## src/vga_timing_pkg.sv

```systemverilog
`default_nettype none

package vga_timing_pkg;

    // Row or column position within the full scan.
    typedef logic [10:0] coord_t;

    // Default scan, 160 by 120 with short porches.
    localparam int DEF_H_ACTIVE = 160;
    localparam int DEF_H_FRONT  = 4;
    localparam int DEF_H_SYNC   = 12;
    localparam int DEF_H_BACK   = 8;

    localparam int DEF_V_ACTIVE = 120;
    localparam int DEF_V_FRONT  = 2;
    localparam int DEF_V_SYNC   = 2;
    localparam int DEF_V_BACK   = 4;

    // Clocks per pixel.
    localparam int DEF_PIX_DIV = 4;

endpackage

`default_nettype wire

```

## src/fb_bus_pkg.sv

```systemverilog
`default_nettype none

package fb_bus_pkg;

    typedef logic [31:0] addr_t;

    // One RGB332 pixel, red in the top three bits.
    typedef logic [7:0] pixel_t;

    // A fetched halfword, written whole and shown as two pixels, high byte first.
    typedef union packed {
        logic [15:0] raw;
        struct packed {
            pixel_t hi;
            pixel_t lo;
        } pix;
    } pixel_pair_t;

    typedef enum logic [2:0] {
        FETCH_IDLE         = 3'd0,
        FETCH_PRESENT_ADDR = 3'd1,
        FETCH_WAIT         = 3'd2,
        FETCH_READ_DATA    = 3'd3,
        FETCH_FINISH       = 3'd4
    } fetch_state_t;

    localparam addr_t DEF_BASE_ADDR = 32'h0000_1050;

endpackage

`default_nettype wire

```

## src/vga_timing.sv

```systemverilog
`timescale 1ns/1ps
`default_nettype none

module vga_timing #(
    parameter int H_ACTIVE = vga_timing_pkg::DEF_H_ACTIVE,
    parameter int H_FRONT  = vga_timing_pkg::DEF_H_FRONT,
    parameter int H_SYNC   = vga_timing_pkg::DEF_H_SYNC,
    parameter int H_BACK   = vga_timing_pkg::DEF_H_BACK,
    parameter int V_ACTIVE = vga_timing_pkg::DEF_V_ACTIVE,
    parameter int V_FRONT  = vga_timing_pkg::DEF_V_FRONT,
    parameter int V_SYNC   = vga_timing_pkg::DEF_V_SYNC,
    parameter int V_BACK   = vga_timing_pkg::DEF_V_BACK,
    parameter int PIX_DIV  = vga_timing_pkg::DEF_PIX_DIV
) (
    input  logic                   clk,
    input  logic                   reset,
    output logic                   pix_stb,
    output logic                   hsync_n,
    output logic                   vsync_n,
    output logic                   active,
    output logic                   frame_start,
    output vga_timing_pkg::coord_t row,
    output vga_timing_pkg::coord_t col
);
    import vga_timing_pkg::*;

    localparam int H_TOTAL      = H_ACTIVE + H_FRONT + H_SYNC + H_BACK;
    localparam int V_TOTAL      = V_ACTIVE + V_FRONT + V_SYNC + V_BACK;
    localparam int H_SYNC_START = H_ACTIVE + H_FRONT;
    localparam int V_SYNC_START = V_ACTIVE + V_FRONT;
    localparam int DIV_W        = (PIX_DIV > 1) ? $clog2(PIX_DIV) : 1;

    logic [DIV_W-1:0] div_cnt;
    coord_t           hcount;
    coord_t           vcount;
    coord_t           h_next;
    coord_t           v_next;
    logic             line_end;

    always_ff @(posedge clk) begin
        if (reset) begin
            div_cnt <= '0;
            pix_stb <= 1'b0;
        end else begin
            pix_stb <= (div_cnt == DIV_W'(PIX_DIV - 1));
            div_cnt <= (div_cnt == DIV_W'(PIX_DIV - 1)) ? '0 : div_cnt + 1'b1;
        end
    end

    assign line_end = (hcount == coord_t'(H_TOTAL - 1));
    assign h_next   = line_end ? '0 : hcount + 1'b1;

    always_comb begin
        v_next = vcount;
        if (line_end) begin
            v_next = (vcount == coord_t'(V_TOTAL - 1)) ? '0 : vcount + 1'b1;
        end
    end

    // The scan leaves reset at the top of the vertical front porch.
    always_ff @(posedge clk) begin
        if (reset) begin
            hcount      <= '0;
            vcount      <= coord_t'(V_ACTIVE);
            active      <= 1'b0;
            hsync_n     <= 1'b1;
            vsync_n     <= 1'b1;
            frame_start <= 1'b0;
        end else begin
            frame_start <= 1'b0;
            if (pix_stb) begin
                hcount      <= h_next;
                vcount      <= v_next;
                active      <= (h_next < coord_t'(H_ACTIVE)) && (v_next < coord_t'(V_ACTIVE));
                hsync_n     <= !((h_next >= coord_t'(H_SYNC_START)) &&
                                 (h_next < coord_t'(H_SYNC_START + H_SYNC)));
                vsync_n     <= !((v_next >= coord_t'(V_SYNC_START)) &&
                                 (v_next < coord_t'(V_SYNC_START + V_SYNC)));
                frame_start <= line_end && (v_next == coord_t'(V_SYNC_START));
            end
        end
    end

    assign row = vcount;
    assign col = hcount;

endmodule

`default_nettype wire

```

## src/fb_fetch.sv

```systemverilog
`timescale 1ns/1ps
`default_nettype none

module fb_fetch #(
    parameter int                H_ACTIVE  = vga_timing_pkg::DEF_H_ACTIVE,
    parameter int                V_ACTIVE  = vga_timing_pkg::DEF_V_ACTIVE,
    parameter int                PIX_DIV   = vga_timing_pkg::DEF_PIX_DIV,
    parameter fb_bus_pkg::addr_t BASE_ADDR = fb_bus_pkg::DEF_BASE_ADDR
) (
    input  logic                    clk,
    input  logic                    reset,
    input  logic                    pix_stb,
    input  logic                    active,
    input  logic                    frame_start,
    input  logic                    bus_ack,
    input  logic                    bus_wait,
    input  logic [15:0]             bus_data,
    output logic                    bus_req,
    output fb_bus_pkg::addr_t       bus_addr,
    output logic                    buf_we,
    output logic                    buf_sel,
    output fb_bus_pkg::pixel_pair_t wdata,
    output logic                    rd_sel,
    output logic                    byte_sel
);
    import fb_bus_pkg::*;

    localparam int PIX_TOTAL        = H_ACTIVE * V_ACTIVE;
    localparam int WORDS            = PIX_TOTAL / 2;
    localparam int CNT_W            = $clog2(PIX_TOTAL + 1);
    localparam int CMP_W            = CNT_W + 1;
    localparam int MIN_FETCH_CLOCKS = 5;

    logic [CNT_W-1:0] pix_cnt;
    logic [CNT_W-1:0] word_cnt;
    logic [CNT_W-1:0] disp_word;
    logic             armed;
    logic             fetch_ok;
    fetch_state_t     state;
    fetch_state_t     state_next;

    // A word has to arrive within the two pixels of the word shown before it.
    if (2 * PIX_DIV < MIN_FETCH_CLOCKS) begin : g_budget_check
        $error("fb_fetch: PIX_DIV is too small for one bus fetch per word");
    end

    always_ff @(posedge clk) begin
        if (reset || frame_start) begin
            pix_cnt <= '0;
        end else if (pix_stb && active) begin
            pix_cnt <= pix_cnt + 1'b1;
        end
    end

    always_ff @(posedge clk) begin
        if (reset || frame_start) begin
            word_cnt <= '0;
        end else if (state == FETCH_FINISH) begin
            word_cnt <= word_cnt + 1'b1;
        end
    end

    // No fetch until the first frame boundary after reset.
    always_ff @(posedge clk) begin
        if (reset) begin
            armed <= 1'b0;
        end else if (frame_start) begin
            armed <= 1'b1;
        end
    end

    assign disp_word = pix_cnt >> 1;

    // Stay at most one word ahead of the word on screen.
    assign fetch_ok = armed &&
                      (CMP_W'(word_cnt) < CMP_W'(disp_word) + CMP_W'(2)) &&
                      (word_cnt < CNT_W'(WORDS));

    always_ff @(posedge clk) begin
        if (reset) begin
            state <= FETCH_IDLE;
        end else begin
            state <= state_next;
        end
    end

    always_comb begin
        case (state)
            FETCH_IDLE: begin
                state_next = (fetch_ok && bus_ack) ? FETCH_PRESENT_ADDR : FETCH_IDLE;
            end
            FETCH_PRESENT_ADDR: begin
                state_next = FETCH_WAIT;
            end
            FETCH_WAIT: begin
                state_next = bus_wait ? FETCH_WAIT : FETCH_READ_DATA;
            end
            FETCH_READ_DATA: begin
                state_next = FETCH_FINISH;
            end
            default: begin
                state_next = FETCH_IDLE;
            end
        endcase
    end

    assign bus_req  = (state == FETCH_IDLE) ? fetch_ok :
                      (state == FETCH_PRESENT_ADDR) || (state == FETCH_WAIT) ||
                      (state == FETCH_READ_DATA);
    assign bus_addr = BASE_ADDR + addr_t'(word_cnt);

    // The word lands in the buffer that is not on screen.
    assign buf_we    = (state == FETCH_READ_DATA);
    assign buf_sel   = word_cnt[0];
    assign wdata.raw = bus_data;

    // Even pixels take the high byte.
    assign rd_sel   = disp_word[0];
    assign byte_sel = ~pix_cnt[0];

endmodule

`default_nettype wire

```

## src/pixel_buffer.sv

```systemverilog
`timescale 1ns/1ps
`default_nettype none

module pixel_buffer (
    input  logic                    clk,
    input  logic                    reset,
    input  logic                    buf_we,
    input  logic                    buf_sel,
    input  fb_bus_pkg::pixel_pair_t wdata,
    input  logic                    rd_sel,
    input  logic                    byte_sel,
    input  logic                    active,
    input  logic                    hsync_n,
    input  logic                    vsync_n,
    output fb_bus_pkg::pixel_t      rgb,
    output logic                    hsync,
    output logic                    vsync
);
    import fb_bus_pkg::*;

    pixel_pair_t words [2];
    pixel_pair_t cur_word;
    pixel_t      cur_pix;

    always_ff @(posedge clk) begin
        if (buf_we) begin
            words[buf_sel].raw <= wdata.raw;
        end
    end

    assign cur_word = words[rd_sel];
    assign cur_pix  = byte_sel ? cur_word.pix.hi : cur_word.pix.lo;

    // Syncs take the same single register stage as the colour.
    always_ff @(posedge clk) begin
        if (reset) begin
            rgb   <= '0;
            hsync <= 1'b1;
            vsync <= 1'b1;
        end else begin
            rgb   <= active ? cur_pix : '0;
            hsync <= hsync_n;
            vsync <= vsync_n;
        end
    end

endmodule

`default_nettype wire

```

## src/vga_fb_top.sv

```systemverilog
`timescale 1ns/1ps
`default_nettype none

module vga_fb_top #(
    parameter int                H_ACTIVE  = vga_timing_pkg::DEF_H_ACTIVE,
    parameter int                H_FRONT   = vga_timing_pkg::DEF_H_FRONT,
    parameter int                H_SYNC    = vga_timing_pkg::DEF_H_SYNC,
    parameter int                H_BACK    = vga_timing_pkg::DEF_H_BACK,
    parameter int                V_ACTIVE  = vga_timing_pkg::DEF_V_ACTIVE,
    parameter int                V_FRONT   = vga_timing_pkg::DEF_V_FRONT,
    parameter int                V_SYNC    = vga_timing_pkg::DEF_V_SYNC,
    parameter int                V_BACK    = vga_timing_pkg::DEF_V_BACK,
    parameter int                PIX_DIV   = vga_timing_pkg::DEF_PIX_DIV,
    parameter fb_bus_pkg::addr_t BASE_ADDR = fb_bus_pkg::DEF_BASE_ADDR
) (
    input  logic               clk,
    input  logic               reset,
    input  logic               bus_ack,
    input  logic               bus_wait,
    input  logic [15:0]        bus_data,
    output logic               bus_req,
    output fb_bus_pkg::addr_t  bus_addr,
    output fb_bus_pkg::pixel_t rgb,
    output logic               hsync,
    output logic               vsync
);
    import fb_bus_pkg::*;

    logic        pix_stb;
    logic        active;
    logic        frame_start;
    logic        hsync_n;
    logic        vsync_n;
    logic        buf_we;
    logic        buf_sel;
    logic        rd_sel;
    logic        byte_sel;
    pixel_pair_t wdata;

    vga_timing #(
        .H_ACTIVE(H_ACTIVE), .H_FRONT(H_FRONT), .H_SYNC(H_SYNC), .H_BACK(H_BACK),
        .V_ACTIVE(V_ACTIVE), .V_FRONT(V_FRONT), .V_SYNC(V_SYNC), .V_BACK(V_BACK),
        .PIX_DIV(PIX_DIV)
    ) u_timing (
        .clk(clk), .reset(reset), .pix_stb(pix_stb), .hsync_n(hsync_n),
        .vsync_n(vsync_n), .active(active), .frame_start(frame_start),
        .row(), .col()
    );

    fb_fetch #(
        .H_ACTIVE(H_ACTIVE), .V_ACTIVE(V_ACTIVE), .PIX_DIV(PIX_DIV), .BASE_ADDR(BASE_ADDR)
    ) u_fetch (
        .clk(clk), .reset(reset), .pix_stb(pix_stb), .active(active),
        .frame_start(frame_start), .bus_ack(bus_ack), .bus_wait(bus_wait),
        .bus_data(bus_data), .bus_req(bus_req), .bus_addr(bus_addr),
        .buf_we(buf_we), .buf_sel(buf_sel), .wdata(wdata),
        .rd_sel(rd_sel), .byte_sel(byte_sel)
    );

    pixel_buffer u_buffer (
        .clk(clk), .reset(reset), .buf_we(buf_we), .buf_sel(buf_sel), .wdata(wdata),
        .rd_sel(rd_sel), .byte_sel(byte_sel), .active(active), .hsync_n(hsync_n),
        .vsync_n(vsync_n), .rgb(rgb), .hsync(hsync), .vsync(vsync)
    );

endmodule

`default_nettype wire

```

## config.mk

```make
export PLATFORM = sky130hd
export DESIGN_NAME = vga_fb_top
export DESIGN_NICKNAME = d
export VERILOG_FILES = /design/src/vga_timing_pkg.sv /design/src/fb_bus_pkg.sv /design/src/vga_timing.sv /design/src/fb_fetch.sv /design/src/pixel_buffer.sv /design/src/vga_fb_top.sv
export SDC_FILE = /design/constraint.sdc
export NUM_CORES = 1
export LEC_CHECK = 0
export ABC_AREA = 0
export ABC_CLOCK_PERIOD_IN_PS = 2700
export BUFFER_PORTS_ARGS = -buffer_cell sky130_fd_sc_hd__buf_2
export CAP_MARGIN = 20
export CORE_UTILIZATION = 53
export DETAILED_ROUTE_END_ITERATION = 16
export PLACE_DENSITY_LB_ADDON = 0.05
export SYNTH_ARGS = -nofsm -noshare
export SYNTH_HDL_FRONTEND = slang
export SYNTH_SLANG_ARGS = --single-unit
```

## constraint.sdc

```tcl
create_clock -name clk -period 2.7 [get_ports clk]
set_input_delay 0.27 -clock clk [delete_from_list [all_inputs] [get_ports clk]]
set_output_delay 0.27 -clock clk [all_outputs]
set_load 0.02 [all_outputs]
```

## Word-level counts from Yosys, hierarchy flattened

Memory sizes are Yosys's and may differ from the RTL's. A register that Yosys moved wholly into a read port is not among the register bits.
Cells that the tools add are included.
Widths: inputs -> output; s select.

- Register bits: 73
- Latch bits: 0
- Memory bits (writable): 32
- Memory bits (read-only): 0
- Bits of input ports: 20
- Output and inout bits: 43
- Word-level logic and storage cells: 70
- Memories kept: 1

- $add $sub $neg: 7
- $mul: 0
- Divide/modulo/power cells: 0
- Order comparisons: 8
- Equality and inequality tests: 8
- Shift-type cells: 0
- Mux-type cells: 12
- Bitwise logic cells: 2
- Reduce and logical (&&, ||, !) cells: 17

Memories:

| memory | depth | width | read ports | clocked after Yosys merged registers in | wr ports | RTL line | source |
|---|---|---|---|---|---|---|---|
| u_buffer.words | 2 | 16 | 1 | 1 | 1 | pixel_buffer.sv:21 | `pixel_pair_t words [2];` |

Operator list:

| cell | count |
|---|---|
| $mux 11 | 3 |
| $add 15x1->15 const B | 2 |
| $add 11x1->11 const B | 2 |
| $eq 11x7->1 const B | 2 |
| $lt 11x7->1 const B | 2 |
| $lt 11x8->1 const B | 2 |
| $add 13x15->16 const A | 1 |
| $lt 15x16->1 | 1 |
| $add 14x2->15 const B | 1 |
| $lt 15x14->1 const B | 1 |
| $pmux 3 s4 | 1 |
| $eq 11x8->1 const B | 1 |
| $ge 11x7->1 const B | 1 |
| $ge 11x8->1 const B | 1 |
| $logic_and 1x1->1 | 8 |
| $mux 8 | 1 |
| $mux 1 | 7 |
| $eq 3x2->1 const B | 2 |
| $reduce_or 2->1 | 3 |
| $eq 3x1->1 const B | 1 |
| $eq 3x3->1 const B | 1 |
| $logic_not 3->1 | 1 |
| $logic_or 1x1->1 | 3 |
| $add 2x1->2 const B | 1 |
| other kinds (3) | 5 |

## Longest topological paths before layout

- Depth in word-level cells: 7
- Depth in mapped cells: 12
- Mapped depth without buffers: 11

## By module

Synthesis repeated with hierarchy kept, for this count alone.

- Cells, all modules: 583
- Area, all modules: 5629.1 µm²

Modules (own cells, without submodules):

| module | times used | cells each | area an instance (µm²) | seq. area each (µm²) |
|---|---|---|---|---|
| fb_fetch | 1 | 298 | 2492.4 | 680.7 |
| vga_timing | 1 | 210 | 1687.9 | 580.6 |
| pixel_buffer | 1 | 75 | 1448.9 | 1161.1 |

## Worst setup path after synthesis

OpenSTA, ideal clock, no wires.

- Path type: reg2out
- Start: register u_fetch.pix_cnt[4]
- End: output port bus_req
- Arrival: 2.563 ns
- Required time: 2.430 ns
- Setup slack: -0.133 ns
- Cell stages (with the launch flop): 11
- Path buffers: 1
- Cells stage by stage: dfxtp_1 > nand3_1 > nor2_1 > and2_1 > clkbuf_1 > nand4_1 > ha_1 > or4b_2 > a221oi_1 > o221ai_1 > o21ai_0

- Cells in the longest elaborated chain, start to end: 5

Ends and longest elaborated chain:

| what | RTL line | source |
|---|---|---|
| from (decl) | fb_fetch.sv:34 | `logic [CNT_W-1:0] pix_cnt;` |
| from (signal assigned) | fb_fetch.sv:51 | `pix_cnt <= pix_cnt + 1'b1;` |
| $add 14x2->15 | fb_fetch.sv:76 | `(CMP_W'(word_cnt) < CMP_W'(disp_word) + CMP_W'(2)) &&` |
| $lt 15x16->1 | fb_fetch.sv:76 |  |
| $logic_and 1x1->1 | fb_fetch.sv:75 | `assign fetch_ok = armed &&` |
| $logic_and 1x1->1 | fb_fetch.sv:76 |  |
| $mux 1 | fb_fetch.sv:107 | `assign bus_req = (state == FETCH_IDLE) ? fetch_ok :` |
| to (decl) | vga_fb_top.sv:21 | `output logic bus_req,` |

No other way between the ends.

## Worst setup path in the final report

- Start: register u_fetch.pix_cnt[2]
- End: output port bus_req

The elaborated chain is that of the path after synthesis.

==> summary by stage <==
Clock tree
The clock-pin slew of the registers on the worst-case setup and hold paths is ~0.11 ns. The number of H-tree levels is 3. In this run, CTS created clock tree buffers numbering 9.

The CTS tree is yes. The number of sinks driven by the clock tree is approximately 110. CTS placed an instance of sky130_fd_sc_hd__clkbuf_8 at the clock tree root. The clock passes through at most 2 buffers. Clock latency on the worst-skew pair, taken at its later pin, is approximately 0.37 ns.

Critical path
The largest single stage delay on the critical path is 0.39 ns. The critical path class is reg -> out. The kind of cell adding the most delay to the critical path is simple AND/OR/NAND/NOR gates. Of all nets on the critical path, the largest fanout is 5. The critical path data required time is approximately 2.4 ns. The worst setup path is captured at a primary output. Data on the critical path arrives at its endpoint at 2.73 ns. Traced cell by cell, the critical path runs through ha_4 -> and3_4 -> nand3_4 -> xor2_2 -> ha_1 -> nor2b_4 -> a311oi_1 -> or3_1 -> o221ai_2 -> buf_4 -> o21ai_2 -> buf_6.

The critical path contains buffers and inverters numbering 2 combined. The worst setup path is launched from a flop. The critical path's slowest cell is sky130_fd_sc_hd__dfxtp_4.

Die
The die covers 0.0104 mm2. Once the floorplan was initialized, standard cells occupied 54.5% of the core. The number of top-level design ports is 63.

The floorplan has 36 rows. The core box area is 0.00973 mm2. Measured along the y axis, the die boundary spans 102 um. The chip width is approximately 100 um.

Synth
The main flop type after synthesis is sky130_fd_sc_hd__dfxtp_1. After synthesis the netlist holds a flip-flop and latch count of 106. The share of flip-flops with an asynchronous set or reset after synthesis is 0%. The synthesized netlist occupies a cell area of 0.00531 mm2. Counting flops with a built-in enable in the synthesized netlist gives 32. After synthesis, flip-flops and latches occupy 46.0% of the total area. The cell type with the highest aggregate area in the netlist is sky130_fd_sc_hd__dfxtp_1.

A synthesized cell averages 9.84 um2. The number of warnings reported in the yosys synthesis log is 0. Synthesis handed over a netlist of 539 instances. The distinct cell type count after synthesis is 59.

Sorting the synthesized cells by area gives the leading types as sky130_fd_sc_hd__dfxtp_1, sky130_fd_sc_hd__edfxtp_1, sky130_fd_sc_hd__xor2_1. The proportion of netlist area held by the largest area contributor is 27.9%.

Route
After detailed routing, the number of remaining DRC violations is 0. The via count is just over 4000. Dividing the detail-routed wire length by the instance count gives 13.8 um. The routed design has 10300 um of wire. The via count normalized by instance count is 5.38. The remaining number of nets flagged by the antenna check after routing is 0.

The pre-antenna-repair detailed-routing pass consisted of 6 iterations. The starting DRC count in detailed routing is roughly 140.

Timing
Headroom to the max-slew limit came out at 58.5%. The maximum clock skew at final layout is between 0.01 and 0.015 ns. The max-slew violation total from the final report is 0. Across all setup checks in the final design, the least slack found is -0.305 ns. Subtracting the final worst setup slack from the clock period gives 3.00 ns. The number of failing hold endpoints at the final stage was 0. For the pin with the worst max-slew slack, the measured transition is 0.623 ns. The total of endpoints with negative setup slack in the final report is 2. Setup repair after global routing could not meet its margin everywhere.

The final critical-path share of the clock period is 111%. For this run, the top clock speed supported by timing is 0.333 GHz.

GRT
After global routing the overflow that remains totals 0. The number of antenna violations at the first check in global routing came to 0. The global routing usage on met2 is 32.8%.

Entering global routing, the biggest net connects 36 pins. The number of global-route vias before repair came to 3540. The overall fraction of global-route tracks in use is approximately a fifth. For met1 alone, demand over resource in global routing was between 30% and 40%.

For met3 alone, demand over resource in global routing was 3.28%. met2 is the most crowded layer. The first global-routing pass estimated 17100 um of wire.

Place
The post-place setup slack is -0.111 ns. After detailed placement, the total cell area comes to 0.00583 mm2. At the end of routability-driven placement, the weighted congestion stood at ~0.85. The count of buffers added on input and output ports is 46. The HPWL after detailed placement is 7220 um.

Pwr
The worst-case IR drop observed on VDD is roughly 0.34 mV. The design draws roughly 2700 uW. The power density over cell area is 431 mW/mm2. In this run the static leakage power is 0.00239 uW.

Flow run
The tool flagged a number of max-cap violations equal to 0.

Finish
Leaving out fill and tap cells, the most frequent cell in the layout is sky130_fd_sc_hd__dfxtp_1. The final design instance area without fill is 0.00616 mm2. The fill cell total of the finished layout is roughly 850.

The area growth from synthesis to layout is 16.2%. The layout cell share with drive strength beyond 1 is between 20% and 30%. In the final design database the tool counted 651 nets. Measured on the finished design, the core utilization comes to 63.4%.

The repair_antennas step left the layout with diodes totalling 0. The library cells used most frequently in the layout, excluding fill and tap cells, are sky130_fd_sc_hd__dfxtp_1, sky130_fd_sc_hd__nor2_1, sky130_fd_sc_hd__buf_2, sky130_fd_sc_hd__nand2_1, sky130_fd_sc_hd__buf_4.

Status
The final reports fail on setup timing. The flow ran to the end, but the final reports show violations.

Hold path
The class of the tightest hold or removal check is in -> reg.
-- layout make-up --
class                   count  area, um2  area share (%)
clock buffers               9        124            2.01
multi-input cells         398       2760            44.8
well taps                 133        166            2.70
flip-flops and latches    106       2460            39.8
inverters                   6       22.5           0.365
repair buffers             89        563            9.13
clock inverters             7       68.8            1.12
-- power by group --
group          total [uW]  leakage [uW]  internal, uW  switching [uW]
clock network         950     0.0000993           362             589
registers            1640      0.000888          1640            2.73
logic                66.9       0.00141          18.9            47.9
-- synthesized netlist by cell type, types with 5 or more instances --
| cell | count |
|---|---|
| sky130_fd_sc_hd__dfxtp_1 | 74 |
| sky130_fd_sc_hd__nor2_1 | 58 |
| sky130_fd_sc_hd__nand2_1 | 44 |
| sky130_fd_sc_hd__xor2_1 | 34 |
| sky130_fd_sc_hd__edfxtp_1 | 32 |
| sky130_fd_sc_hd__nand3_1 | 25 |
| sky130_fd_sc_hd__xnor2_1 | 22 |
| sky130_fd_sc_hd__buf_4 | 21 |
| sky130_fd_sc_hd__ha_1 | 21 |
| sky130_fd_sc_hd__clkbuf_1 | 20 |
| sky130_fd_sc_hd__a21oi_1 | 19 |
| sky130_fd_sc_hd__nor3_1 | 15 |
| sky130_fd_sc_hd__o21ai_0 | 15 |
| sky130_fd_sc_hd__and3_1 | 12 |
| sky130_fd_sc_hd__nand4_1 | 10 |
| sky130_fd_sc_hd__nor2b_1 | 10 |
| sky130_fd_sc_hd__or3_1 | 9 |
| sky130_fd_sc_hd__mux4_2 | 8 |
| sky130_fd_sc_hd__nand2b_1 | 7 |
| sky130_fd_sc_hd__a31oi_1 | 6 |
| sky130_fd_sc_hd__inv_1 | 6 |
| sky130_fd_sc_hd__nor3b_1 | 6 |
| sky130_fd_sc_hd__or2_2 | 5 |
-- final timing paths --
| kind | start | to | slack, ns | cells after the start |
|---|---|---|---|---|
| max reg2reg | u_timing.col[10] | u_timing.vsync_n | -0.04 | 6 |
| max | u_fetch.pix_cnt[2] | bus_req | -0.30 | 12 |
| min | bus_data[0] | u_buffer.words[0][0] | 0.08 | 1 |
| min reg2reg | u_timing.div_cnt[0] | u_timing.div_cnt[0] | 0.44 | 1 |
-- cell families (layout without fill, tap and decap cells) --
| kind of cell | count (synthesis) | in the layout | share of synthesized area (%) |
|---|---|---|---|
| mux | 12 | 12 | 4.20 |
| fa+ha+maj | 21 | 21 | 4.95 |
| other cells | 1 | 16 | 0.0707 |
| xor+xnor | 56 | 56 | 9.24 |
| buf+inv | 50 | 111 | 5.16 |
| flops | 106 | 106 | 46.0 |
| simple gates | 220 | 220 | 21.3 |
| compound gates | 73 | 73 | 9.08 |
-- stage by stage --
step / TNS, ns / hold slack (ns) / cells
4_1_cts: -0.331 / 0.0602 / 746
3_5_place_dp: -0.111 / 0.418 / 730
6_report: -0.347 / 0.0779 / 748
2_1_floorplan: -0.233 / 0.369 / 554
3_3_place_gp: -0.0638 / 0.415 / 730
5_1_grt: -0.592 / 0.0563 / 748
-- metal layers --
layer | vias to the layer above | part of all wire, %
li1 | 2030 | -
met1 | 1904 | 50
met2 | 79 | 45
met3 | 12 | 3.5
met4 | 0 | 1.4
met5 | - | 0
-- flip-flops by register name (all words and copies together), names as in the netlist, named ones only --
register and flops:
u_fetch.state 3, u_timing.col 11, u_timing.pix_stb 1, u_buffer.words 32, u_fetch.pix_cnt 15, u_timing.active 1, u_buffer.hsync 1, u_timing.vsync_n 1
u_buffer.vsync 1, u_buffer.rgb 8, u_timing.div_cnt 2, u_timing.frame_start 1, u_timing.hsync_n 1, u_fetch.word_cnt 15, u_fetch.armed 1, u_timing.row 11
-- what timing repair did --
action	in CTS	in global routing
pin swaps	8	6
hold buffers	0	0
gates resized for setup	20	12
endpoints found under the hold margin	0	0
cloned	0	0
setup endpoints to repair	2	3
setup buffers	0	2
Power figures use the tool's default switching activity.
